**src/common/book_params.svh**
```systemverilog
//////////////////////////////
// book sizes and field widths
// BOOK_STOCK_W must cover BOOK_NUM_STOCKS
//////////////////////////////
`ifndef BOOK_PARAMS_SVH
`define BOOK_PARAMS_SVH

// instruments and order slots per side
`define BOOK_NUM_STOCKS 4
`define BOOK_DEPTH      10

// field widths
`define BOOK_STOCK_W    2
`define BOOK_QTY_W      16
`define BOOK_PRICE_W    32
`define BOOK_ID_W       32

`endif

```
**src/common/order_book_pkg.sv**
```systemverilog
//////////////////////////////
// shared types of the order book
//////////////////////////////
`default_nettype none

`include "book_params.svh"

package order_book_pkg;

    // 1 means buy
    typedef enum logic {
        SIDE_ASK = 1'b0,
        SIDE_BID = 1'b1
    } side_t;

    typedef enum logic [1:0] {
        OP_ADD     = 2'd0,
        OP_CANCEL  = 2'd1,
        OP_EXECUTE = 2'd2
    } op_t;

    typedef enum logic [1:0] {
        ST_OK        = 2'd0,
        ST_NOT_FOUND = 2'd1,
        ST_BOOK_FULL = 2'd2
    } status_t;

    // commands to one side's storage
    typedef enum logic [1:0] {
        SIDE_NONE      = 2'd0,
        SIDE_APPEND    = 2'd1,
        SIDE_DECREMENT = 2'd2,
        SIDE_REMOVE    = 2'd3
    } side_op_t;

    typedef struct packed {
        side_t                    side;
        logic [`BOOK_STOCK_W-1:0] stock_id;
        op_t                      op;
        logic [`BOOK_QTY_W-1:0]   quantity;
        logic [`BOOK_PRICE_W-1:0] price;
        logic [`BOOK_ID_W-1:0]    order_id;
    } order_req_t;

    // one resting order, one slot
    typedef struct packed {
        logic [`BOOK_QTY_W-1:0]   quantity;
        logic [`BOOK_PRICE_W-1:0] price;
        logic [`BOOK_ID_W-1:0]    order_id;
    } book_entry_t;

    typedef struct packed {
        logic [`BOOK_STOCK_W-1:0] stock_id;
        status_t                  status;
        logic [`BOOK_PRICE_W-1:0] best_bid;
        logic [`BOOK_PRICE_W-1:0] best_ask;
    } book_resp_t;

endpackage

`default_nettype wire

```
**src/book/book_side_mem.sv**
```systemverilog
//////////////////////////////
// one book side, all instruments
// append to a full side is not guarded
//////////////////////////////
`timescale 1ns/1ps
`default_nettype none

`include "book_params.svh"

module book_side_mem (
    input  logic                           i_clk,
    input  logic                           i_reset_n,
    input  order_book_pkg::side_op_t       i_cmd,
    input  logic [`BOOK_STOCK_W-1:0]       i_stock,
    input  logic [$clog2(`BOOK_DEPTH)-1:0] i_slot,
    input  order_book_pkg::book_entry_t    i_entry,
    input  logic [`BOOK_QTY_W-1:0]         i_dec_qty,
    input  logic [`BOOK_ID_W-1:0]          i_match_id,
    input  logic [$clog2(`BOOK_DEPTH)-1:0] i_scan_slot,
    output logic                           o_hit,
    output logic [$clog2(`BOOK_DEPTH)-1:0] o_hit_slot,
    output logic [`BOOK_QTY_W-1:0]         o_hit_qty,
    output logic                           o_full,
    output order_book_pkg::book_entry_t    o_scan_entry,
    output logic                           o_scan_valid
);
    import order_book_pkg::*;

    localparam int SLOT_W = $clog2(`BOOK_DEPTH);
    localparam int CNT_W  = $clog2(`BOOK_DEPTH + 1);

    // occupied slots are always 0 .. fill-1
    book_entry_t      mem  [`BOOK_NUM_STOCKS][`BOOK_DEPTH];
    logic [CNT_W-1:0] fill [`BOOK_NUM_STOCKS];

    // parallel id match, lowest slot wins
    always_comb begin
        o_hit      = 1'b0;
        o_hit_slot = '0;
        o_hit_qty  = '0;
        for (int s = `BOOK_DEPTH - 1; s >= 0; s--) begin
            if (CNT_W'(s) < fill[i_stock] && mem[i_stock][s].order_id == i_match_id) begin
                o_hit      = 1'b1;
                o_hit_slot = SLOT_W'(s);
                o_hit_qty  = mem[i_stock][s].quantity;
            end
        end
    end

    assign o_full       = (fill[i_stock] == CNT_W'(`BOOK_DEPTH));
    assign o_scan_entry = mem[i_stock][i_scan_slot];
    assign o_scan_valid = (CNT_W'(i_scan_slot) < fill[i_stock]);

    always_ff @(posedge i_clk) begin
        case (i_cmd)
            SIDE_APPEND: begin
                mem[i_stock][fill[i_stock]] <= i_entry;
            end
            SIDE_DECREMENT: begin
                mem[i_stock][i_slot].quantity <= mem[i_stock][i_slot].quantity - i_dec_qty;
            end
            SIDE_REMOVE: begin
                // close the gap in one cycle
                for (int s = 0; s < `BOOK_DEPTH - 1; s++) begin
                    if (SLOT_W'(s) >= i_slot) begin
                        mem[i_stock][s] <= mem[i_stock][s + 1];
                    end
                end
            end
            default: ;
        endcase
    end

    always_ff @(posedge i_clk) begin
        if (!i_reset_n) begin
            for (int k = 0; k < `BOOK_NUM_STOCKS; k++) begin
                fill[k] <= '0;
            end
        end else if (i_cmd == SIDE_APPEND) begin
            fill[i_stock] <= fill[i_stock] + 1'b1;
        end else if (i_cmd == SIDE_REMOVE) begin
            fill[i_stock] <= fill[i_stock] - 1'b1;
        end
    end

endmodule

`default_nettype wire

```
**config.mk**
```make
export PLATFORM = sky130hd
export DESIGN_NAME = book_side_mem
export DESIGN_NICKNAME = d
export VERILOG_FILES = /design/src/common/order_book_pkg.sv /design/src/book/book_side_mem.sv
export VERILOG_INCLUDE_DIRS = /design/src /design/src/common
export SDC_FILE = /design/constraint.sdc
export NUM_CORES = 2
export LEC_CHECK = 0
export BUFFER_PORTS_ARGS = -buffer_cell sky130_fd_sc_hd__clkbuf_2
export CAP_MARGIN = 20
export CORE_AREA = 2 2 600 602
export DETAILED_ROUTE_END_ITERATION = 8
export DIE_AREA = 0 0 602 604
export PLACE_DENSITY = 0.63
export SKIP_CTS_REPAIR_TIMING = 1
export SYNTH_ARGS = -nofsm -noshare
export SYNTH_HDL_FRONTEND = slang
export SYNTH_SLANG_ARGS = --single-unit
```
**constraint.sdc**
```tcl
create_clock -name i_clk -period 18.02 [get_ports i_clk]
set_clock_uncertainty 0.2 [all_clocks]
set_input_delay 0.901 -clock i_clk [delete_from_list [all_inputs] [get_ports i_clk]]
set_output_delay 0.901 -clock i_clk [all_outputs]
set_load 0.02 [all_outputs]
```
==> impl_metrics.tcl <==
set metrics [dict create \
    outcome "finished clean" \
    slew_viol_final 0 \
    yosys-top-cells-count "edfxtp_1 (3,216), nand2_1 (1,544), mux4_2 (845), o21ai_0 (364), mux2i_1 (362)" \
    final.period_utilization 0.5142 \
    p_per_area_nw_per_um2 106.5 \
    maxCapViolations 0 \
    routabilityCongestion 0.9476 \
    yosysMostFrequentCell "edfxtp_1" \
    num_rows 220 \
    fillers 30850 \
    ys_seq_area_frac 0.6794 \
    final_antenna_net_count 0 \
    routed_via_density 6.262 \
    cpMaxStageDelayCell "buf_4" \
    die_h_um 604 \
    relSlewSlack 0.1879 \
    first_global_vias 85360 \
    cp_max_fo 89 \
    synthTopCellsByArea "edfxtp_1 (68%), mux4_2 (13%), nand2_1 (4.1%)" \
    synth_top_family_by_area "multiplexers" \
    synthFlopType "edfxtp_1" \
    first_iter_violations 13340 \
    htreeDepth 5 \
    leakagePower_nw 53.81 \
    synthMuxAreaShare 0.1787 \
    synth_compound_area_frac 0.03701 \
    yosysTopAreaCellShare 0.6794 \
    drc 0 \
    endpoint_kind "output pin" \
    syn_inst 8720 \
    synthXorXnorAreaFrac 0.01898 \
    max_freq_mhz 107.9 \
    worstPathRequired_ps 16920 \
    yosysUniqueCellTypes 85 \
    grt_pass1_wl_um 692900 \
    synth.avg_cell_area_um2 16.30 \
    cp-start-kind "input pin" \
    synth-simple-area-share 0.05916 \
    numPortBuffers 244 \
    r2r_start "mem[3][545]" \
    ios 245 \
    cts_buffer_depth 4 \
    post-place-cells 13370 \
    dp_slack_ps 9098 \
    final_hold_viol_count 0 \
    dp_hpwl_um 311400 \
    synthesis.area_um2 142200 \
    grt_overflow 0 \
    rsz0062_at_grt "no" \
    syn2layout_area_growth_pct 12.64 \
    ys.warnings.count 0 \
    cp.arrival_ps 8170 \
    clk_pin_slew_worst_paths_ps 60 \
    die-area_um2 363600 \
    grt.total_usage 0.2732 \
    tightest_slew_ps 1218 \
    worstHoldStart "i_entry[55]" \
    synthAdderAreaFrac 0.002165 \
    fin_crit_ps 9266 \
    setup_viol 0 \
    insertion_delay_ps 970 \
    cts.sinks 3216 \
    cts_tree "done" \
    path_cells "buf_8 -> buf_4 -> buf_12 -> buf_4 -> mux4_2 -> xnor2_1 -> nand4_1 -> nor4_2 -> nand4_2 -> a311oi_1 -> o21ai_0 -> a31oi_1 -> o221ai_1 -> a21oi_1 -> mux2i_1 -> a21oi_1 -> clkbuf_2" \
    core_area_um2 357600 \
    drive_gt1_frac 0.2337 \
    stdcell_count 14010 \
    grt_max_degree 107 \
    synth_top_area_cell "edfxtp_1" \
    cts_buffers 343 \
    clock_tree.root_cell "clkbuf_16" \
    start_util 0.3976 \
    max_stage_delay_ps 820 \
    finalSetupTns_ps 0 \
    syn_nets 8886 \
    synth_edf_count 3216 \
    vias 87740 \
    die_w_um 602 \
    critPathLaunch "i_stock[1]" \
    critPathKind "input pin to output pin" \
    ys_ff_latch 3216 \
    irDropWorstVdd_mv 0.08621 \
    timing.final.ws_setup_ps 8754 \
    first_pass_iters 8 \
    async_reset_ff_frac 0 \
    finalNetCount 9109 \
    holdCritPathClass "input pin to register" \
    wirelength_um 506100 \
    wl_per_cell_um 36.12 \
    antenna_found_initial 40 \
]
[state kept, by name, indices dropped and copies added (netlist names)]
signal,cells
mem,3200
fill,16
[per-stage QoR]
stage	area (um2)	total power, mW	util	hold WS [ps]
2_1_floorplan	142200	9.469	-	557.3
3_3_place_gp	148900	10.12	0.4163	571.3
3_5_place_dp	148900	10.16	0.4166	598.4
4_1_cts	160000	17.08	0.4475	85.01
5_1_grt	160100	17.45	0.4477	154.5
6_report	160100	17.06	0.4478	155.7
[final cells by class]
cell class / count / area [um2] / area share
antenna: 16 / 40.04 / 0.0002501
clock buffer: 427 / 9005 / 0.05624
clock inverter: 197 / 2057 / 0.01285
inverter: 125 / 474.2 / 0.002962
multi-input combinational: 4750 / 42610 / 0.2661
sequential: 3216 / 96570 / 0.6031
tap: 4773 / 5972 / 0.03730
timing repair buffer: 507 / 3385 / 0.02114
[layout by cell type (no fill, tap or decap), types with 13 or more instances in the layout]
master        n
nand3_1      33
nor2_1      277
buf_4       252
nor2b_1      16
edfxtp_1   3216
o21ai_0     364
inv_1       119
a221oi_1     16
nor2_4       46
clkbuf_2    239
mux2i_1     362
o22ai_1     100
nand2b_1     15
nor3_1       23
o2111ai_1    13
nand4_1      56
diode_2      16
clkinv_2     57
and2_1       16
clkbuf_16   348
a21oi_1     214
a22oi_1      64
mux4_2      845
clkbuf_1     79
nand2_1    1539
xor2_1       66
mux2_2      219
clkinv_1     70
ha_1         23
nor4_1       14
bufinv_16    30
xnor2_1     233
[cell families (layout without fill, tap and decap cells)]
| family | after synthesis | after routing |
|---|---|---|
| AO/OA/AOI/OAI | 894 | 894 |
| XOR/XNOR | 308 | 308 |
| adder cells (fa/ha/maj) | 24 | 24 |
| buffers and inverters | 754 | 1256 |
| flip-flops | 3216 | 3216 |
| multiplexers | 1437 | 1437 |
| other | 0 | 16 |
| AND/OR/NAND/NOR | 2087 | 2087 |
[report_power, final]
group	switching, mW	internal, mW
registers	0.0204	8.38
logic	1.15	0.491
clock network	3.01	4.00
total	4.19	12.9
[final timing paths]
check,endpoint,slack (ps),cells after the start
max reg2reg,mem[0][315],12520,16
min reg2reg,mem[1][294],560,3
max,o_hit_qty[13],8750,17
min,mem[2][55],160,1
[worst max-delay path, delay by kind of cell]
family / cells / cell delay (ps)
AND/OR/NAND/NOR: 3 / 1270
XOR/XNOR: 1 / 170
buffers and inverters: 5 / 2750
AO/OA/AOI/OAI: 6 / 2170
multiplexers: 2 / 550
[layer usage]
metal | share of wire | global-route usage | vias to the layer above
met1 | 0.36 | 0.3587 | 45880
met3 | 0.12 | 0.06687 | 1184
li1 | - | - | 34310
met5 | 0.00023 | 0 | -
met4 | 0.054 | 0.1264 | 18
met2 | 0.46 | 0.4296 | 6343
(Power assumes the default switching activity.)
