**src/common/book_params.svh**
```systemverilog
//////////////////////////////
// book sizes and field widths
// BOOK_STOCK_W must cover BOOK_NUM_STOCKS
//////////////////////////////
`ifndef BOOK_PARAMS_SVH
`define BOOK_PARAMS_SVH

// instruments and order slots per side
`define BOOK_NUM_STOCKS 4
`define BOOK_DEPTH      10

// field widths
`define BOOK_STOCK_W    2
`define BOOK_QTY_W      16
`define BOOK_PRICE_W    32
`define BOOK_ID_W       32

`endif

```
**src/common/order_book_pkg.sv**
```systemverilog
//////////////////////////////
// shared types of the order book
//////////////////////////////
`default_nettype none

`include "book_params.svh"

package order_book_pkg;

    // 1 means buy
    typedef enum logic {
        SIDE_ASK = 1'b0,
        SIDE_BID = 1'b1
    } side_t;

    typedef enum logic [1:0] {
        OP_ADD     = 2'd0,
        OP_CANCEL  = 2'd1,
        OP_EXECUTE = 2'd2
    } op_t;

    typedef enum logic [1:0] {
        ST_OK        = 2'd0,
        ST_NOT_FOUND = 2'd1,
        ST_BOOK_FULL = 2'd2
    } status_t;

    // commands to one side's storage
    typedef enum logic [1:0] {
        SIDE_NONE      = 2'd0,
        SIDE_APPEND    = 2'd1,
        SIDE_DECREMENT = 2'd2,
        SIDE_REMOVE    = 2'd3
    } side_op_t;

    typedef struct packed {
        side_t                    side;
        logic [`BOOK_STOCK_W-1:0] stock_id;
        op_t                      op;
        logic [`BOOK_QTY_W-1:0]   quantity;
        logic [`BOOK_PRICE_W-1:0] price;
        logic [`BOOK_ID_W-1:0]    order_id;
    } order_req_t;

    // one resting order, one slot
    typedef struct packed {
        logic [`BOOK_QTY_W-1:0]   quantity;
        logic [`BOOK_PRICE_W-1:0] price;
        logic [`BOOK_ID_W-1:0]    order_id;
    } book_entry_t;

    typedef struct packed {
        logic [`BOOK_STOCK_W-1:0] stock_id;
        status_t                  status;
        logic [`BOOK_PRICE_W-1:0] best_bid;
        logic [`BOOK_PRICE_W-1:0] best_ask;
    } book_resp_t;

endpackage

`default_nettype wire

```
**src/book/best_price_tracker.sv**
```systemverilog
//////////////////////////////
// best price per instrument, one side
// rescan takes BOOK_DEPTH cycles
//////////////////////////////
`timescale 1ns/1ps
`default_nettype none

`include "book_params.svh"

module best_price_tracker #(
    parameter bit IS_BID = 1'b1
) (
    input  logic                           i_clk,
    input  logic                           i_reset_n,
    input  logic [`BOOK_STOCK_W-1:0]       i_stock,
    input  logic                           i_add,
    input  logic [`BOOK_PRICE_W-1:0]       i_add_price,
    input  logic                           i_rescan,
    input  order_book_pkg::book_entry_t    i_scan_entry,
    input  logic                           i_scan_valid,
    output logic [$clog2(`BOOK_DEPTH)-1:0] o_scan_slot,
    output logic                           o_scan_done,
    output logic [`BOOK_PRICE_W-1:0]       o_best
);
    import order_book_pkg::*;

    localparam int SLOT_W = $clog2(`BOOK_DEPTH);
    // bids empty at 0, asks empty at all ones
    localparam logic [`BOOK_PRICE_W-1:0] EMPTY = {`BOOK_PRICE_W{!IS_BID}};

    logic [`BOOK_PRICE_W-1:0] best [`BOOK_NUM_STOCKS];
    logic [`BOOK_PRICE_W-1:0] run_best;
    logic [`BOOK_PRICE_W-1:0] cand;
    logic [SLOT_W-1:0]        scan_cnt;
    logic                     scanning;

    function automatic logic better(input logic [`BOOK_PRICE_W-1:0] a,
                                    input logic [`BOOK_PRICE_W-1:0] b);
        return IS_BID ? (a > b) : (a < b);
    endfunction

    assign cand = (i_scan_valid && better(i_scan_entry.price, run_best)) ?
                  i_scan_entry.price : run_best;

    assign o_scan_slot = scan_cnt;
    assign o_scan_done = scanning && (scan_cnt == SLOT_W'(`BOOK_DEPTH - 1));
    assign o_best      = best[i_stock];

    always_ff @(posedge i_clk) begin
        if (!i_reset_n) begin
            scanning <= 1'b0;
            scan_cnt <= '0;
            for (int k = 0; k < `BOOK_NUM_STOCKS; k++) begin
                best[k] <= EMPTY;
            end
        end else begin
            if (i_rescan) begin
                scanning <= 1'b1;
                scan_cnt <= '0;
            end else if (scanning) begin
                scan_cnt <= o_scan_done ? '0 : scan_cnt + 1'b1;
                if (o_scan_done) begin
                    scanning      <= 1'b0;
                    best[i_stock] <= cand;
                end
            end
            if (i_add && better(i_add_price, best[i_stock])) begin
                best[i_stock] <= i_add_price;
            end
        end
    end

    // running best of the walk
    always_ff @(posedge i_clk) begin
        if (i_rescan) begin
            run_best <= EMPTY;
        end else if (scanning) begin
            run_best <= cand;
        end
    end

endmodule

`default_nettype wire

```
**config.mk**
```make
export PLATFORM = sky130hd
export DESIGN_NAME = best_price_tracker
export DESIGN_NICKNAME = d
export VERILOG_FILES = /design/src/common/order_book_pkg.sv /design/src/book/best_price_tracker.sv
export VERILOG_INCLUDE_DIRS = /design/src /design/src/common
export SDC_FILE = /design/constraint.sdc
export NUM_CORES = 1
export LEC_CHECK = 0
export BUFFER_PORTS_ARGS = -buffer_cell sky130_fd_sc_hd__buf_2
export CORE_MARGIN = 2
export CORE_UTILIZATION = 45
export CTS_BUF_LIST = sky130_fd_sc_hd__clkbuf_2 sky130_fd_sc_hd__clkbuf_4 sky130_fd_sc_hd__clkbuf_8
export DETAILED_ROUTE_END_ITERATION = 10
export HOLD_SLACK_MARGIN = 0.12
export MAX_ROUTING_LAYER = met4
export PLACE_DENSITY = 0.78
export SETUP_SLACK_MARGIN = 0.5
export SKIP_LAST_GASP = 1
export SYNTH_ARGS = -nofsm -noshare
export SYNTH_HDL_FRONTEND = slang
export SYNTH_SLANG_ARGS = --single-unit
```
**constraint.sdc**
```tcl
create_clock -name i_clk -period 8.4 [get_ports i_clk]
set_input_delay 1.26 -clock i_clk [delete_from_list [all_inputs] [get_ports i_clk]]
set_output_delay 1.26 -clock i_clk [all_outputs]
set_load 0.1 [all_outputs]
```
==> results of run 1 <==
[critical path: stages]
cell and delay (ps):
sky130_fd_sc_hd__buf_2 740, sky130_fd_sc_hd__buf_4 400, sky130_fd_sc_hd__mux4_2 540, sky130_fd_sc_hd__inv_1 70, sky130_fd_sc_hd__ha_1 130, sky130_fd_sc_hd__nor2b_1 150
sky130_fd_sc_hd__o211ai_2 80, sky130_fd_sc_hd__a2111oi_0 320, sky130_fd_sc_hd__or4b_1 190, sky130_fd_sc_hd__a22o_1 800, sky130_fd_sc_hd__a21oi_1 390, sky130_fd_sc_hd__o21ai_2 830
sky130_fd_sc_hd__buf_4 430
[kinds of logic (layout without fill, tap and decap cells)]
group	Yosys count	after routing	share of synthesized area, %
AO/OA/AOI/OAI	186	186	15.7
other	0	7	0
multiplexers	98	98	15.2
XOR/XNOR	2	2	0.187
AND/OR/NAND/NOR	111	111	6.02
flip-flops	165	165	48.9
buffers and inverters	112	217	5.21
adder cells (fa/ha/maj)	66	66	8.81
[worst paths after layout]
check,end,cells past startpoint
worst max-delay path,best[1][15]$_SDFFCE_PN0P_,13
worst min-delay path,run_best[30]$_SDFFE_PP0P_,2
worst max register to register,best[1][15]$_SDFFCE_PN0P_,10
worst min register to register,run_best[30]$_SDFFE_PP0P_,2
[power breakdown]
group / switching (uW) / internal [uW] / total [uW]
Combinational: 285 / 124 / 410
Clock: 293 / 324 / 618
Sequential: 13.3 / 920 / 933
Total: 592 / 1370 / 1960
[registers in the layout, indices dropped and copies added (netlist names)]
signal and flops:
best 128, run_best 32, o_scan_slot 4, scanning 1
[cells in the mapped netlist (3+ instances only)]
master,number
sky130_fd_sc_hd__buf_6,4
sky130_fd_sc_hd__nor4_1,3
sky130_fd_sc_hd__buf_2,12
sky130_fd_sc_hd__buf_1,4
sky130_fd_sc_hd__buf_4,6
sky130_fd_sc_hd__mux2_2,32
sky130_fd_sc_hd__ha_1,66
sky130_fd_sc_hd__clkbuf_1,20
sky130_fd_sc_hd__a21oi_1,29
sky130_fd_sc_hd__mux4_2,32
sky130_fd_sc_hd__nand3_1,7
sky130_fd_sc_hd__a22o_1,129
sky130_fd_sc_hd__mux2i_1,34
sky130_fd_sc_hd__nor2b_1,6
sky130_fd_sc_hd__nand2b_1,5
sky130_fd_sc_hd__edfxtp_1,128
sky130_fd_sc_hd__nor2_1,43
sky130_fd_sc_hd__nand4_1,17
sky130_fd_sc_hd__inv_1,66
sky130_fd_sc_hd__dfxtp_1,37
sky130_fd_sc_hd__nand2_1,18
sky130_fd_sc_hd__o21ai_0,10
[area by class of cell]
class	count	area, um^2	share of cell area [%]
clock inverters	14	185	1.74
inverters	66	248	2.33
repair buffers	119	626	5.89
multi-input cells	463	4380	41.3
well taps	270	338	3.18
clock buffers	18	241	2.27
flip-flops and latches	165	4580	43.2
diodes	7	17.5	0.165
[per-layer routing]
metal / global-route usage [%] / share of wire, % / vias up
met2: 34.6 / 49 / 325
met4: 9.76 / 2.2 / 0
met5: - / 0 / -
li1: - / - / 3077
met1: 27.4 / 41 / 3268
met3: 5.06 / 8.0 / 40
[stage by stage]
stage          setup WS (ps)  total power, uW  instance area [um^2]
3_5_place_dp            1580             1360                 10200
2_1_floorplan           1040             1250                  9370
6_report                2150             1960                 10600
3_3_place_gp            1680             1350                 10200
4_1_cts                 2050             1970                 10600
5_1_grt                 1670             2030                 10600
==> insert_results.sql, run 1 <==
INSERT INTO impl_metrics (metric_group, metric, value, unit) VALUES
('place', 'io_buffers', '107', ''),
('final_layout', 'fillers', '1695', ''),
('grt', 'grt_max_degree', '39', ''),
('synth', 'total_standard_cell_area_after_synthesis', '0.00937', 'mm^2'),
('clock_tree', 'clock_path_buffers', '2', ''),
('setup_path', 'cp-end-kind', 'flip-flop', ''),
('setup_path', 'crit_path_start_kind', 'input pin', ''),
('synth', 'synth_cells', '740', ''),
('timing', 'fin_crit', '6250', 'ps'),
('timing', 'report.final.setup_viol', '0', ''),
('floorplanning', 'die-width', '148', 'um'),
('setup_path', 'regToRegStartpoint', 'best[3][30]$_DFFE_PP_', ''),
('routing', 'initialDrtViolationCount', '555', ''),
('grt', 'first_global_vias', '6615', ''),
('worst_hold_path', 'beginning_of_the_worst_hold_path', 'run_best[30]$_SDFFE_PP0P_', ''),
('floorplanning', 'die_y', '148', 'um'),
('timing', 'fmax', '160', 'MHz'),
('clock_tree', 'cts_buffers', '17', ''),
('pwr', 'ir_worst_vdd', '0.138', 'mV'),
('timing', 'holdWs', '522', 'ps'),
('synth', 'ys.warnings.count', '0', ''),
('routing', 'firstDrtPassIters', '5', ''),
('routing', 'drc', '0', ''),
('final_layout', 'area_delta_synth_final', '13.4', '%'),
('floorplanning', 'core_area', '0.0204', 'mm^2'),
('setup_path', 'crit_fanout', '27', ''),
('synth', 'postSynthAreaPerCell', '12.7', 'um^2'),
('final_layout', 'finish.net_count', '1017', ''),
('grt', 'grt_pass1_wl', '35700', 'um'),
('setup_path', 'rrSetupSlack', '3630', 'ps'),
('synth', 'yosys_register_bits', '165', ''),
('clock_tree', 'ctsResizeCount', '0', ''),
('pwr', 'power_leakage', '0.00433', 'uW'),
('place', 'placer_s_final_routability_congestion_estimate', '0.786', ''),
('pwr', 'power_per_cell_area', '185', 'mW/mm^2'),
('setup_path', 'path_type_of_the_worst_setup_path', 'input pin to flip-flop', ''),
('setup_path', 'arrival', '6370', 'ps'),
('clock_tree', 'clkSlewWorstSetupHoldPaths', '80', 'ps'),
('grt', 'grt_antenna_before_repair', '4', ''),
('clock_tree', 'cts.sinks', '165', ''),
('timing', 'timing.slew.headroom', '30.6', '%'),
('floorplanning', 'design.portCount', '156', ''),
('synth', 'synthDominantCellAreaShare', '41.0', '%'),
('clock_tree', 'postCtsSetupBuffers', '0', ''),
('final_layout', 'layout-drive-gt1-share', '26.9', '%'),
('floorplanning', 'core.rowCount', '52', ''),
('timing', 'final.setup.tns', '0', 'ps'),
('clock_tree', 'tritoncts', 'done', ''),
('synth', 'synth_enable_flop_cells', '128', ''),
('synth', 'post_synth_main_area_contributors', 'sky130_fd_sc_hd__edfxtp_1 41%, sky130_fd_sc_hd__a22o_1 12%, sky130_fd_sc_hd__ha_1 8.8%', ''),
('routing', 'routed-via-count', '6710', ''),
('place', 'hpwl', '15900', 'um'),
('timing', 'timing.final.max_slew_violations', '0', ''),
('final_layout', 'final_common_cell', 'sky130_fd_sc_hd__a22o_1', ''),
('routing', 'drt.antenna.violating_nets', '0', ''),
('timing', 'fin_worst_skew', '13.3', 'ps'),
('run_status', 'status', 'completed', ''),
('timing', 'tightest_slew', '1040', 'ps'),
('synth', 'syn_nets', '925', ''),
('synth', 'postSynth.topFlopCell', 'sky130_fd_sc_hd__edfxtp_1', ''),
('place', 'placedCellCount', '1083', ''),
('timing', 'finalCritPeriodShare', '74.4', '%'),
('worst_hold_path', 'worstHoldPathType', 'flip-flop to flip-flop', ''),
('grt', 'global_route.overflow_total', '0', ''),
('clock_tree', 'cts_root_buffer', 'sky130_fd_sc_hd__clkbuf_8', ''),
('synth', 'ys_seq_area_share', '48.9', '%'),
('final_layout', 'layout.cells.most_common_list', '129 x sky130_fd_sc_hd__a22o_1, 128 x sky130_fd_sc_hd__edfxtp_1, 107 x sky130_fd_sc_hd__buf_2', ''),
('floorplanning', 'area_enclosed_by_the_die_boundary', '0.0220', 'mm^2'),
('final_layout', 'layout.core_utilization', '52.2', '%'),
('routing', 'drt-wirelength-per-cell', '20.7', 'um'),
('clock_tree', 'insertion_delay', '460', 'ps');
No activity file was read; power rests on OpenSTA's default activity.
==> inputs of run 2 (changes only) <==
- PLACE_DENSITY: 0.78 -> 0.81
- clock period: 8.4 -> 5.6 ns (I/O delays scaled with it)
==> run 2 against run 1 <==
Setup slack got worse by 1300 ps; first-iteration DRC count stayed put; cell area rose by 0.11%; combinational power grew 51%; global-route usage grew 0.13 points; hold slack worse by 0.62 ps; sequential share of layout area is essentially flat; clock skew fell by 3.8 ps; largest power group unchanged; highest routed layer unchanged.
==> insert_results.sql, run 2 (same netlist as run 1, synthesis figures left out) <==
INSERT INTO impl_metrics (metric_group, metric, value, unit) VALUES
('timing', 'report.final.setup_viol', '0', ''),
('timing', 'final.setup.tns', '0', 'ps'),
('setup_path', 'regToRegStartpoint', 'best[3][30]$_DFFE_PP_', ''),
('clock_tree', 'postCtsSetupBuffers', '0', ''),
('final_layout', 'fillers', '1697', ''),
('floorplanning', 'die-width', '148', 'um'),
('clock_tree', 'cts.sinks', '165', ''),
('pwr', 'power_leakage', '0.00437', 'uW'),
('clock_tree', 'tritoncts', 'done', ''),
('timing', 'fmax', '212', 'MHz'),
('routing', 'route.detailed.vias_per_inst', '5.89', ''),
('worst_hold_path', 'worstHoldPathType', 'flip-flop to flip-flop', ''),
('final_layout', 'finish.net_count', '1030', ''),
('timing', 'timing.final.max_slew_violations', '0', ''),
('clock_tree', 'clock_path_buffers', '2', ''),
('pwr', 'swShare', '30.9', '%'),
('worst_hold_path', 'beginning_of_the_worst_hold_path', 'run_best[2]$_SDFFE_PP0P_', ''),
('floorplanning', 'die_y', '148', 'um'),
('final_layout', 'largest-register', 'best', ''),
('place', 'hpwl', '15900', 'um'),
('setup_path', 'crit_fanout', '33', ''),
('job', 'maxCapViolations', '0', ''),
('clock_tree', 'ctsHtreeMaxLevel', '4', ''),
('setup_path', 'crit_path_start_kind', 'input pin', ''),
('place', 'placer_s_final_routability_congestion_estimate', '0.817', ''),
('pwr', 'ir_worst_vdd', '0.152', 'mV'),
('timing', 'rsz0062_at_grt', 'no', ''),
('clock_tree', 'cts-hold-fix-buffers', '0', ''),
('final_layout', 'max_reg_flops', '128', ''),
('timing', 'report.final.hold_viol_count', '0', ''),
('clock_tree', 'cts_buffers', '17', ''),
('final_layout', 'layout.cells.most_common_list', '129 x sky130_fd_sc_hd__a22o_1, 128 x sky130_fd_sc_hd__edfxtp_1, 107 x sky130_fd_sc_hd__buf_2', ''),
('timing', 'finalCritPeriodShare', '84.1', '%'),
('pwr', 'clock_power_share', '27.2', '%'),
('pwr', 'power.share.combinational', '22.3', '%'),
('floorplanning', 'start_util', '46.0', '%'),
('setup_path', 'path_type_of_the_worst_setup_path', 'input pin to flip-flop', ''),
('floorplanning', 'core.rowCount', '52', ''),
('routing', 'firstDrtPassIters', '5', ''),
('clock_tree', 'cts_root_buffer', 'sky130_fd_sc_hd__clkbuf_8', ''),
('grt', 'grt_pass1_wl', '35800', 'um'),
('pwr', 'total_power', '2770', 'uW'),
('clock_tree', 'insertion_delay', '470', 'ps'),
('routing', 'routed_wl', '23000', 'um'),
('routing', 'drt.antenna.violating_nets', '0', ''),
('final_layout', 'area_delta_synth_final', '13.5', '%'),
('routing', 'initialDrtViolationCount', '555', ''),
('timing', 'tightest_slew', '1360', 'ps'),
('routing', 'drc', '0', ''),
('setup_path', 'data_required_critical_path', '5930', 'ps'),
('floorplanning', 'core_area', '0.0204', 'mm^2'),
('setup_path', 'cp-end-kind', 'flip-flop', ''),
('grt', 'grt_antenna_before_repair', '6', ''),
('pwr', 'sequentialPowerShare', '50.5', '%'),
('place', 'io_buffers', '107', ''),
('floorplanning', 'area_enclosed_by_the_die_boundary', '0.0220', 'mm^2'),
('final_layout', 'final_common_cell', 'sky130_fd_sc_hd__a22o_1', ''),
('timing', 'timing.slew.headroom', '8.79', '%'),
('grt', 'global_route.overflow_total', '0', ''),
('clock_tree', 'clkSlewWorstSetupHoldPaths', '80', 'ps'),
('final_layout', 'layout-drive-gt1-share', '28.0', '%'),
('setup_path', 'timing.critical_path.from', 'i_stock[1]', ''),
('floorplanning', 'design.portCount', '156', ''),
('routing', 'drt-wirelength-per-cell', '20.3', 'um'),
('pwr', 'total_switching_power', '856', 'uW'),
('timing', 'fin_crit', '4710', 'ps'),
('run_status', 'status', 'completed', ''),
('grt', 'grt_max_degree', '36', ''),
('grt', 'first_global_vias', '6826', ''),
('routing', 'routed-via-count', '6687', ''),
('grt', 'grtUsageTotal', '22.2', '%'),
('pwr', 'cellInternalPower', '1920', 'uW'),
('pwr', 'power_per_cell_area', '261', 'mW/mm^2'),
('timing', 'fin_worst_skew', '9.54', 'ps'),
('clock_tree', 'ctsResizeCount', '0', ''),
('setup_path', 'arrival', '5040', 'ps');
run 2: changes by cell type in the layout (fill, tap and decap cells not counted), moves of 2 or more:
cell	change
sky130_fd_sc_hd__clkbuf_4	+6
sky130_fd_sc_hd__bufinv_16	-4
sky130_fd_sc_hd__clkinv_4	-2
sky130_fd_sc_hd__buf_4	+12
sky130_fd_sc_hd__clkinvlp_4	-3
sky130_fd_sc_hd__nor2b_2	+2
sky130_fd_sc_hd__clkinv_2	+2
sky130_fd_sc_hd__nor2b_4	-2
run 2: per-stage QoR:
step           hold slack, ps  worst slack, ps  cell area, um^2  instances  util [%]
2_1_floorplan             481              509             9430        740         -
3_3_place_gp              493              520            10300       1096      50.5
3_5_place_dp              507              411            10300       1096      50.5
4_1_cts                   527              884            10600       1128      52.1
5_1_grt                   564              612            10600       1134      52.2
6_report                  521              889            10600       1135      52.2
run 2: power by group through the flow:
stage	clock [uW]	combinational, uW	sequential [uW]
2_1_floorplan	0	456	1420
3_3_place_gp	0	606	1420
3_5_place_dp	0	615	1430
4_1_cts	758	619	1400
5_1_grt	806	666	1410
6_report	755	619	1400
run 2: path summary, 6_finish.rpt:
| check | to | cells after the start | slack (ps) |
|---|---|---|---|
| worst max register to register | best[0][14]$_SDFFCE_PN0P_ | 10 | 1570 |
| worst max-delay path | best[0][14]$_SDFFCE_PN0P_ | 11 | 890 |
| worst min register to register | run_best[2]$_SDFFE_PP0P_ | 2 | 520 |
| worst min-delay path | run_best[2]$_SDFFE_PP0P_ | 2 | 520 |
run 2: per-layer routing:
metal  up-vias  wire [um]  global-route usage [%]  share of wire [%]
li1       3102          -                       -                  -
met1      3237       9460                    27.2                 41
met2       293      11000                    34.6                 48
met3        55       2000                    6.38                8.7
met4         0        537                    9.05                2.3
met5         -          0                       -                  0
run 2: critical path: stages:
cell and delay (ps):
sky130_fd_sc_hd__buf_2 650, sky130_fd_sc_hd__mux4_2 400, sky130_fd_sc_hd__inv_1 50, sky130_fd_sc_hd__ha_1 310
sky130_fd_sc_hd__nand4_1 190, sky130_fd_sc_hd__nor4_1 460, sky130_fd_sc_hd__nor3b_1 240, sky130_fd_sc_hd__a22o_1 180
sky130_fd_sc_hd__nor3b_2 1070, sky130_fd_sc_hd__buf_4 420, sky130_fd_sc_hd__a22o_1 200
run 2: area by class of cell:
cell class	instances	area (um^2)	share of cell area, %
sequential	165	4580	43.1
multi-input combinational	463	4380	41.2
timing repair buffer	132	736	6.92
tap	270	338	3.18
clock buffer	25	300	2.82
inverter	66	248	2.33
clock inverter	7	35.0	0.329
antenna	7	17.5	0.165
