--- config.mk ---
export PLATFORM = sky130hd
export DESIGN_NAME = book_ctrl
export DESIGN_NICKNAME = d
export VERILOG_FILES = /design/src/common/order_book_pkg.sv /design/src/book/book_ctrl.sv
export VERILOG_INCLUDE_DIRS = /design/src /design/src/common
export SDC_FILE = /design/constraint.sdc
export NUM_CORES = 1
export LEC_CHECK = 0
export BUFFER_PORTS_ARGS = -buffer_cell sky130_fd_sc_hd__clkbuf_2
export CAP_MARGIN = 10
export CORE_AREA = 5 5 157 159
export CTS_BUF_LIST = sky130_fd_sc_hd__clkbuf_4
export CTS_CLUSTER_DIAMETER = 40
export DETAILED_ROUTE_END_ITERATION = 7
export DIE_AREA = 0 0 162 164
export PLACE_DENSITY = 0.57
export SLEW_MARGIN = 30
export SYNTH_ARGS = -nofsm -noshare
export SYNTH_HDL_FRONTEND = slang
export SYNTH_SLANG_ARGS = --single-unit
--- constraint.sdc ---
create_clock -name i_clk -period 5.65 [get_ports i_clk]
set_clock_uncertainty 0.2 [all_clocks]
set_input_delay 0.565 -clock i_clk [delete_from_list [all_inputs] [get_ports i_clk]]
set_output_delay 0.565 -clock i_clk [all_outputs]
set_load 0.01 [all_outputs]
--- src/common/book_params.svh ---
//////////////////////////////
// book sizes and field widths
// BOOK_STOCK_W must cover BOOK_NUM_STOCKS
//////////////////////////////
`ifndef BOOK_PARAMS_SVH
`define BOOK_PARAMS_SVH

// instruments and order slots per side
`define BOOK_NUM_STOCKS 4
`define BOOK_DEPTH      10

// field widths
`define BOOK_STOCK_W    2
`define BOOK_QTY_W      16
`define BOOK_PRICE_W    32
`define BOOK_ID_W       32

`endif

--- src/common/order_book_pkg.sv ---
//////////////////////////////
// shared types of the order book
//////////////////////////////
`default_nettype none

`include "book_params.svh"

package order_book_pkg;

    // 1 means buy
    typedef enum logic {
        SIDE_ASK = 1'b0,
        SIDE_BID = 1'b1
    } side_t;

    typedef enum logic [1:0] {
        OP_ADD     = 2'd0,
        OP_CANCEL  = 2'd1,
        OP_EXECUTE = 2'd2
    } op_t;

    typedef enum logic [1:0] {
        ST_OK        = 2'd0,
        ST_NOT_FOUND = 2'd1,
        ST_BOOK_FULL = 2'd2
    } status_t;

    // commands to one side's storage
    typedef enum logic [1:0] {
        SIDE_NONE      = 2'd0,
        SIDE_APPEND    = 2'd1,
        SIDE_DECREMENT = 2'd2,
        SIDE_REMOVE    = 2'd3
    } side_op_t;

    typedef struct packed {
        side_t                    side;
        logic [`BOOK_STOCK_W-1:0] stock_id;
        op_t                      op;
        logic [`BOOK_QTY_W-1:0]   quantity;
        logic [`BOOK_PRICE_W-1:0] price;
        logic [`BOOK_ID_W-1:0]    order_id;
    } order_req_t;

    // one resting order, one slot
    typedef struct packed {
        logic [`BOOK_QTY_W-1:0]   quantity;
        logic [`BOOK_PRICE_W-1:0] price;
        logic [`BOOK_ID_W-1:0]    order_id;
    } book_entry_t;

    typedef struct packed {
        logic [`BOOK_STOCK_W-1:0] stock_id;
        status_t                  status;
        logic [`BOOK_PRICE_W-1:0] best_bid;
        logic [`BOOK_PRICE_W-1:0] best_ask;
    } book_resp_t;

endpackage

`default_nettype wire

--- src/book/book_ctrl.sv ---
//////////////////////////////
// sequencer, owns both handshakes
// response held until i_resp_ready
//////////////////////////////
`timescale 1ns/1ps
`default_nettype none

`include "book_params.svh"

module book_ctrl (
    input  logic                            i_clk,
    input  logic                            i_reset_n,
    input  logic                            i_req_valid,
    input  order_book_pkg::order_req_t      i_req,
    input  logic                            i_resp_ready,
    input  logic                            i_bid_hit,
    input  logic                            i_ask_hit,
    input  logic [$clog2(`BOOK_DEPTH)-1:0]  i_bid_hit_slot,
    input  logic [$clog2(`BOOK_DEPTH)-1:0]  i_ask_hit_slot,
    input  logic [`BOOK_QTY_W-1:0]          i_bid_hit_qty,
    input  logic [`BOOK_QTY_W-1:0]          i_ask_hit_qty,
    input  logic                            i_bid_full,
    input  logic                            i_ask_full,
    input  logic [`BOOK_PRICE_W-1:0]        i_bid_best,
    input  logic [`BOOK_PRICE_W-1:0]        i_ask_best,
    input  logic                            i_bid_scan_done,
    input  logic                            i_ask_scan_done,
    output logic                            o_busy,
    output logic                            o_resp_valid,
    output order_book_pkg::book_resp_t      o_resp,
    output order_book_pkg::side_op_t        o_bid_cmd,
    output order_book_pkg::side_op_t        o_ask_cmd,
    output logic [`BOOK_STOCK_W-1:0]        o_stock,
    output logic [$clog2(`BOOK_DEPTH)-1:0]  o_slot,
    output order_book_pkg::book_entry_t     o_entry,
    output logic [`BOOK_QTY_W-1:0]          o_dec_qty,
    output logic                            o_bid_add,
    output logic                            o_ask_add,
    output logic [`BOOK_PRICE_W-1:0]        o_add_price,
    output logic                            o_bid_rescan,
    output logic                            o_ask_rescan
);
    import order_book_pkg::*;

    typedef enum logic [1:0] {
        IDLE    = 2'd0,
        APPLY   = 2'd1,
        RESCAN  = 2'd2,
        RESPOND = 2'd3
    } state_t;

    state_t                 state;
    order_req_t             req_q;
    status_t                status_q;
    status_t                status_d;
    side_op_t               cmd;
    logic                   is_bid;
    logic                   apply;
    logic                   hit;
    logic                   full;
    logic [`BOOK_QTY_W-1:0] hit_qty;
    logic                   scan_done;

    assign is_bid    = (req_q.side == SIDE_BID);
    assign apply     = (state == APPLY);
    assign hit       = is_bid ? i_bid_hit : i_ask_hit;
    assign full      = is_bid ? i_bid_full : i_ask_full;
    assign hit_qty   = is_bid ? i_bid_hit_qty : i_ask_hit_qty;
    assign scan_done = is_bid ? i_bid_scan_done : i_ask_scan_done;

    // command and status from op, hit and fill state
    always_comb begin
        cmd      = SIDE_NONE;
        status_d = ST_OK;
        case (req_q.op)
            OP_ADD: begin
                if (full) begin
                    status_d = ST_BOOK_FULL;
                end else begin
                    cmd = SIDE_APPEND;
                end
            end
            OP_CANCEL: begin
                if (hit) begin
                    cmd = SIDE_REMOVE;
                end else begin
                    status_d = ST_NOT_FOUND;
                end
            end
            OP_EXECUTE: begin
                if (!hit) begin
                    status_d = ST_NOT_FOUND;
                end else if (req_q.quantity >= hit_qty) begin
                    cmd = SIDE_REMOVE;
                end else begin
                    cmd = SIDE_DECREMENT;
                end
            end
            default: status_d = ST_NOT_FOUND;
        endcase
    end

    // only the named side sees a command
    assign o_bid_cmd    = (apply && is_bid) ? cmd : SIDE_NONE;
    assign o_ask_cmd    = (apply && !is_bid) ? cmd : SIDE_NONE;
    assign o_bid_add    = apply && is_bid && (cmd == SIDE_APPEND);
    assign o_ask_add    = apply && !is_bid && (cmd == SIDE_APPEND);
    assign o_bid_rescan = apply && is_bid && (cmd == SIDE_REMOVE);
    assign o_ask_rescan = apply && !is_bid && (cmd == SIDE_REMOVE);

    assign o_stock     = req_q.stock_id;
    assign o_slot      = is_bid ? i_bid_hit_slot : i_ask_hit_slot;
    assign o_dec_qty   = req_q.quantity;
    assign o_add_price = req_q.price;
    assign o_entry     = '{quantity: req_q.quantity,
                           price:    req_q.price,
                           order_id: req_q.order_id};

    always_ff @(posedge i_clk) begin
        if (!i_reset_n) begin
            state        <= IDLE;
            o_busy       <= 1'b0;
            o_resp_valid <= 1'b0;
        end else begin
            case (state)
                IDLE: begin
                    if (i_req_valid) begin
                        state  <= APPLY;
                        o_busy <= 1'b1;
                    end
                end
                APPLY: state <= (cmd == SIDE_REMOVE) ? RESCAN : RESPOND;
                RESCAN: begin
                    if (scan_done) begin
                        state <= RESPOND;
                    end
                end
                RESPOND: begin
                    // one cycle to let the best price settle, then hold
                    if (!o_resp_valid) begin
                        o_resp_valid <= 1'b1;
                    end else if (i_resp_ready) begin
                        o_resp_valid <= 1'b0;
                        o_busy       <= 1'b0;
                        state        <= IDLE;
                    end
                end
                default: state <= IDLE;
            endcase
        end
    end

    always_ff @(posedge i_clk) begin
        if (state == IDLE && i_req_valid) begin
            req_q <= i_req;
        end
        if (apply) begin
            status_q <= status_d;
        end
        if (state == RESPOND && !o_resp_valid) begin
            o_resp <= '{stock_id: req_q.stock_id,
                        status:   status_q,
                        best_bid: i_bid_best,
                        best_ask: i_ask_best};
        end
    end

endmodule

`default_nettype wire

==> out/results.tsv, run 1 <==
metric	value	unit
Final Hold Fails	0	
vias in the first global route	5018	
num rows	56	
Slew Limit Headroom	39.94	%
R2R Path Start	is_bid	
Startpoint Class	flip-flop	
Core Footprint	23120	um2
Netlist cell types	35	
# setup viols final	0	
kind of end point of the critical path	primary output	
worst reg2reg setup slack	2.56	ns
Worst-path clk slew	0.15	ns
worst hold path class	in -> reg	
worst slew pin tran	0.9009	ns
reg2reg path depth	8	
register bit total from synthesis	159	
Avg WL per Cell	17.18	um
Main synth FF type	edfxtp_1	
Fmax	232.2	MHz
largest net degree at the start of global routing	69	
Tot GR Track Use	14.43	%
minimum clock period	4.306	ns
max-cap check violation count	0	
first-pass GRT wire length	29.08	mm
Hold Startpoint	i_reset_n	
pwr dens	338.4	nW/um2
DRT iter0 DRCs	195	
Fillers	2118	
maximum fanout along the worst path	14	
CTS tree	done	
IO Count	411	
Worst EP arrival	3.54	ns
Synth Instances	401	
final worst path period share	76.21	%
die area	26570	um2
register area	4735	um2
critical path required time	4.89	ns
H-tree depth	4	
sequential area share after synthesis	71.14	%
routed vias/inst	4.051	
RSZ-0062 raised after global routing	false	
initial antenna violation count	1	
Hold EP	o_resp_valid	
count leader, synth	edfxtp_1	
fin util	42.91	%
ys async rst share	0	%
reg2reg end	state[0]	
setup TNS	0	ns
Slew Viols, Final	0	
worst hold stages	3	
top cells by count, synth	edfxtp_1 (155), buf_4 (130), ha_1 (24), mux2i_1 (18), nor2_1 (7)	
DRT antenna net count	0	
outcome	finished, final reports clean	
Yosys top cell area share	69.94	%
syn nets	624	
die height	164	um
Starting Density	28.78	%
largest area contributor in the netlist	edfxtp_1	
Mapped Area	6655	um2
RePlAce Congestion	0.8145	
Port Buffers	410	
post-DP HPWL	14.66	mm
Power Total	3.357	mW
global route total overflow	0	
final wirelength	19.83	mm
YS warnings	0	
Worst VDD drop	0.2328	mV
Die Wd	162	um
DR pass1 iterations	4	
Worst-Skew Late Latency	0.52	ns
DRC	0	
TritonCTS Buffers	17	
syn_area_per_cell	16.60	um2
CTS root buffer	clkbuf_4	
Area contributors post-synth	edfxtp_1 (70%), buf_4 (15%), ha_1 (4.5%), mux2i_1 (2.7%), dfxtp_1 (1.2%)	
CTS Buffer Depth	2	
fraction of layout cells with a size suffix above 1	53.07	%
Leak Pwr	4.442	nW
Sink Count	159	
Area Overhead vs Synth	49.07	%
Vias	4675	
area of the multi-input gates	913.4	um2
crit path kind	reg -> out	
nets@finish	1073	
EDFF count, synth	155	
-- layout by cell type (no fill, tap or decap), drive strengths merged --
cell type,synthesis,layout
a2111oi,2,2
a21o,3,3
a21oi,4,4
a221oi,2,2
a222oi,1,1
a31oi,1,1
and2,3,3
and3,1,1
and4,1,1
buf,131,3
bufinv,0,1
clkbuf,2,428
clkinv,0,6
clkinvlp,0,1
dfxtp,4,4
diode,0,1
dlygate4sd3,0,150
edfxtp,155,155
ha,24,24
inv,6,12
mux2,6,6
mux2i,18,18
nand2,5,5
nand2b,2,2
nand3,1,1
nand3b,1,1
nand4,1,1
nor2,7,7
nor2b,4,4
nor3,2,2
nor3b,2,2
o2111ai,1,1
o21a,3,3
o21ai,7,7
o221a,1,1
-- timing repair --
action,in CTS,in global routing
hold buffers,150,0
setup buffers,0,0
endpoints found under the hold margin,150,0
gates resized for setup,0,0
-- flip-flops by register name, summed over array words and instances, names as in the netlist, 2 cells and up --
name,flops
o_resp,68
o_add_price,32
o_entry,32
o_dec_qty,16
o_stock,2
req_q,2
state,2
status_q,2
-- final cells by class --
type,count,share of cell area (%)
inverter,6,0.2270
multi-input combinational,103,9.207
timing repair buffer,563,36.04
antenna,1,0.02522
sequential,159,47.72
tap,290,3.657
clock inverter,14,1.753
clock buffer,18,1.362
-- per-stage QoR --
stage | hold slack, ns | instances | area, um2 | worst slack [ns]
2_1_floorplan | 0.2003 | 401 | 6655 | 1.300
3_3_place_gp | 0.2563 | 971 | 8108 | 1.982
3_5_place_dp | 0.2484 | 971 | 8108 | 1.937
4_1_cts | 0.008761 | 1153 | 9918 | 1.259
5_1_grt | 0.02146 | 1154 | 9921 | 0.9853
6_report | 0.09905 | 1154 | 9921 | 1.344
-- worst max-delay path by stage --
stage	start	to	slack [ns]	depth (start not counted)
after floorplan	state[0]	o_resp[0]	1.30	2
after global placement	is_bid	o_bid_add	1.98	9
after detailed placement	is_bid	o_ask_add	1.94	9
after CTS	is_bid	o_ask_add	1.26	9
after global routing	is_bid	o_ask_add	0.99	9
final	is_bid	o_ask_add	1.34	9
-- power breakdown --
part / switching, mW / internal [mW]
Sequential: 0.113 / 1.58
Combinational: 0.538 / 0.399
Clock: 0.477 / 0.249
-- critical path, cell delays in order (launching register included) --
cell	delay [ns]
edfxtp_1	0.77
buf_4	0.37
mux2i_1	0.13
ha_1	0.30
and3_1	0.17
nand2_1	0.08
a2111oi_2	0.55
o21ai_2	0.20
nor3b_1	0.26
clkbuf_2	0.18
-- metal layers --
metal,vias up,GRT usage (%),part of all wire (%)
li1,2239,-,-
met1,2192,16.51,39
met2,227,26.18,53
met3,17,4.291,7.3
met4,0,4.191,1.3
met5,-,0,0
-- logic make-up (layout without fill, tap and decap cells) --
kind of cell	Yosys count	count (layout)	share of synthesized area [%]
compound gates	25	25	2.876
fa+ha+maj	24	24	4.512
buf+inv	139	601	15.28
flops	159	159	71.14
mux	24	24	3.779
other cells	0	1	0
simple gates	30	30	2.407
(Power assumes the default switching activity.)
==> inputs of run 2 (changes only) <==
--- a/config.mk
+++ b/config.mk
@@ -6,13 +6,14 @@
 export SDC_FILE = /design/constraint.sdc
 export NUM_CORES = 1
 export LEC_CHECK = 0
+export ABC_AREA = 1
 export BUFFER_PORTS_ARGS = -buffer_cell sky130_fd_sc_hd__clkbuf_2
 export CAP_MARGIN = 10
-export CORE_AREA = 5 5 157 159
+export CORE_AREA = 5 5 158 160
 export CTS_BUF_LIST = sky130_fd_sc_hd__clkbuf_4
 export CTS_CLUSTER_DIAMETER = 40
 export DETAILED_ROUTE_END_ITERATION = 7
-export DIE_AREA = 0 0 162 164
+export DIE_AREA = 0 0 163 165
 export PLACE_DENSITY = 0.57
 export SLEW_MARGIN = 30
 export SYNTH_ARGS = -nofsm -noshare
==> constraint.sdc (replaced) <==
create_clock -name i_clk -period 4 [get_ports i_clk]
set_clock_uncertainty 0.2 [all_clocks]
set_input_delay 0.4 -clock i_clk [delete_from_list [all_inputs] [get_ports i_clk]]
set_output_delay 0.4 -clock i_clk [all_outputs]
set_load 0.01 [all_outputs]
==> out/results.tsv, run 2 <==
metric	value	unit	change
outcome	finished, final reports clean		unchanged
mux contribution to synthesized area	2.712	%	was 3.779%
maximum fanout along the worst path	25		was 14
max-cap check violation count	0		unchanged
kind of end point of the critical path	primary output		unchanged
Main synth FF type	edfxtp_1		unchanged
Bufs and invs on worst path	3		was 2
Worst-Skew Late Latency	0.55	ns	was 0.52 ns
H-tree depth	4		unchanged
Slew Limit Headroom	41.58	%	was 39.94%
ys async rst share	0	%	unchanged
final worst path period share	83.36	%	
DRC	0		unchanged
Post-Synth XOR/XNOR Area	0	%	unchanged
Synth Area in Adders	4.458	%	was 4.512%
RSZ-0062 raised after global routing	false		unchanged
Tot GR Track Use	13.38	%	was 14.43%
Final Hold Fails	0		unchanged
Area Overhead vs Synth	50.45	%	was 49.07%
Starting Density	28.96	%	was 28.78%
count leader, synth	edfxtp_1		unchanged
first-pass GRT wire length	27.50	mm	was 29.08 mm
R2R Path Start	is_bid		unchanged
IO Count	411		unchanged
pwr dens	475.5	nW/um2	was 338.4 nW/um2
largest net degree at the start of global routing	69		unchanged
largest family of logic cells by synthesized area	buffers and inverters		unchanged
post-synthesis simple-gate area fraction	4.606	%	was 2.406%
Compound-Gate Fraction of Synth Area	1.913	%	was 2.876%
Port Buffers	410		unchanged
DR pass1 iterations	4		unchanged
max reg flops	68		unchanged
Top delay family on crit path	simple AND/OR/NAND/NOR gates		was flip-flops
Sink Count	159		unchanged
largest area contributor in the netlist	edfxtp_1		unchanged
Startpoint Class	flip-flop		unchanged
critical path required time	3.40	ns	was 4.89 ns
Resized cells post-CTS	0		unchanged
Fmax	299.9	MHz	
worst hold margin	0.09332	ns	was 0.09905 ns
Area contributors post-synth	edfxtp_1 (69%), buf_4 (14%), ha_1 (4.5%), nand2_1 (2.5%), mux2i_1 (2.4%)		was edfxtp_1 (70%), buf_4 (15%), ha_1 (4.5%), mux2i_1 (2.7%), dfxtp_1 (1.2%)
final wirelength	19.02	mm	was 19.83 mm
Crit-path slowest cell	buf_4		was edfxtp_1
post-DP HPWL	13.91	mm	was 14.66 mm
fraction of layout cells with a size suffix above 1	50.60	%	was 53.07%
routed vias/inst	3.907		was 4.051
Avg WL per Cell	15.36	um	was 17.18 um
DRT iter0 DRCs	154		was 195
crit path kind	reg -> out		unchanged
initial antenna violation count	4		was 1
worst slew pin tran	0.8763	ns	was 0.9009 ns
Worst VDD drop	0.2435	mV	was 0.2328 mV
CP peak stage delay	0.36	ns	was 0.77 ns
sequential area share after synthesis	70.28	%	was 71.14%
CTS Buffer Depth	2		unchanged
Hold Startpoint	i_ask_hit		was i_reset_n
cell mode on critical path	nand2_1		
YS warnings	0		unchanged
CTS tree	done		unchanged
Vias	4837		was 4675
setup TNS	0	ns	unchanged
nets@finish	1125		was 1073
Die Wd	163	um	was 162 um
global route total overflow	0		unchanged
Slew Viols, Final	0		unchanged
Power Total	4.820	mW	was 3.357 mW
most common cell after layout, fill and taps aside	clkbuf_2		unchanged
Mapped Area	6736	um2	was 6655 um2
worst path cell trace	buf_4 > inv_2 > nand2_1 > nand2_1 > ha_1 > nand2_1 > nor2_1 > nor2_1 > nand2_1 > nand2_1 > nand2_1 > nand2_1 > nand2_1 > nand2_2 > nand2_4 > nand2_2 > nor3_2 > clkbuf_2		was buf_4 > mux2i_1 > ha_1 > and3_1 > nand2_1 > a2111oi_2 > o21ai_2 > nor3b_1 > clkbuf_2
CTS root buffer	clkbuf_4		unchanged
die area	26900	um2	was 26570 um2
Leak Pwr	4.592	nW	was 4.442 nW
top cells by count, synth	edfxtp_1 (155), buf_4 (130), nand2_1 (45), ha_1 (24), inv_1 (19)		was edfxtp_1 (155), buf_4 (130), ha_1 (24), mux2i_1 (18), nor2_1 (7)
Worst EP arrival	2.73	ns	was 3.54 ns
largest reg by FF count	o_resp		unchanged
Netlist cell types	25		was 35
Worst-path clk slew	0.17	ns	was 0.15 ns
EDFF count, synth	155		unchanged
register bit total from synthesis	159		unchanged
Synth Instances	448		was 401
Yosys top cell area share	69.09	%	was 69.94%
most frequent cells in the layout	clkbuf_2 (410), edfxtp_1 (155), dlygate4sd3_1 (154), nand2_1 (45), ha_1 (24)		was clkbuf_2 (410), edfxtp_1 (155), dlygate4sd3_1 (150), ha_1 (24)
syn_area_per_cell	15.04	um2	was 16.60 um2
Core Footprint	23260	um2	was 23120 um2
DRT antenna net count	0		unchanged
num rows	56		unchanged
Crit. Startpoint	is_bid		unchanged
die height	165	um	was 164 um
worst hold path class	in -> reg		unchanged
TritonCTS Buffers	17		unchanged
RePlAce Congestion	0.7752		was 0.8145
syn nets	671		was 624
vias in the first global route	5139		was 5018
# setup viols final	0		unchanged
minimum clock period	3.334	ns	
run 2: cell types whose count changed in the layout (fill, tap and decap cells not counted), moves of 4 or more:
cell and delta:
mux2_2 -5, a21oi_1 +6, nor2_1 +6, inv_1 +12, nand2_1 +40, nand2_2 +4, dlygate4sd3_1 +4
run 2: path summary, 6_finish.rpt:
kind	endpoint	slack (ns)	depth (start not counted)
setup reg to reg	state[0]	1.70	18
setup / recovery	o_bid_add	0.67	18
hold / removal	status_q[0]	0.09	4
hold reg to reg	o_resp[65]	0.25	0
run 2: what timing repair did:
action	in CTS	in global routing
endpoints found under the hold margin	154	0
endpoints found under the setup margin	0	0
hold buffers	154	0
setup buffers	0	0
run 2: layout make-up:
cell class / count / area (um2)
multi-input cells: 134 / 929.6
clock inverters: 15 / 214.0
flip-flops and latches: 159 / 4735
fillers: 2167 / 13130
clock buffers: 17 / 127.6
well taps: 319 / 399.1
inverters: 22 / 83.83
diodes: 4 / 10.01
repair buffers: 568 / 3636
run 2: worst min-delay path, cell delays in order:
cell	delay, ns
clkbuf_2	0.10
mux2i_4	0.08
nand2_1	0.05
o21ai_0	0.06
run 2: per-layer routing:
layer  part of all wire [%]  vias up  global-route usage (%)  wire (um)
met4                    1.4        0                   4.079        265
met5                      0        -                       0          0
li1                       -     2340                       -          -
met3                     11       18                   6.289       2013
met1                     37     2232                   14.74       7105
met2                     51      247                   23.08       9631
run 2: power by group:
part           switching [mW]  total, mW  internal (mW)  leakage, nW
registers               0.147       2.38           2.23         1.47
clock network           0.715       1.08          0.366        0.174
logic                   0.791       1.36          0.569         2.95
run 2: cell families (layout without fill, tap and decap cells):
family / after synthesis / after routing
DFF: 159 / 159
buffers and inverters: 155 / 622
and+or+nand+nor: 71 / 71
adders and majority gates: 24 / 24
AOI/OAI and AO/OA: 22 / 22
muxes: 17 / 17
other: 0 / 4
run 2: per-stage QoR:
stage	utilization (%)	area (um2)	worst slack [ns]	std cells
detailed placement	35.43	8242	1.217	1048
global route	43.57	10130	0.3301	1238
floorplan	-	6739	1.021	448
finish	43.57	10130	0.6657	1238
global placement	35.43	8242	1.217	1048
CTS	43.52	10120	0.5364	1234
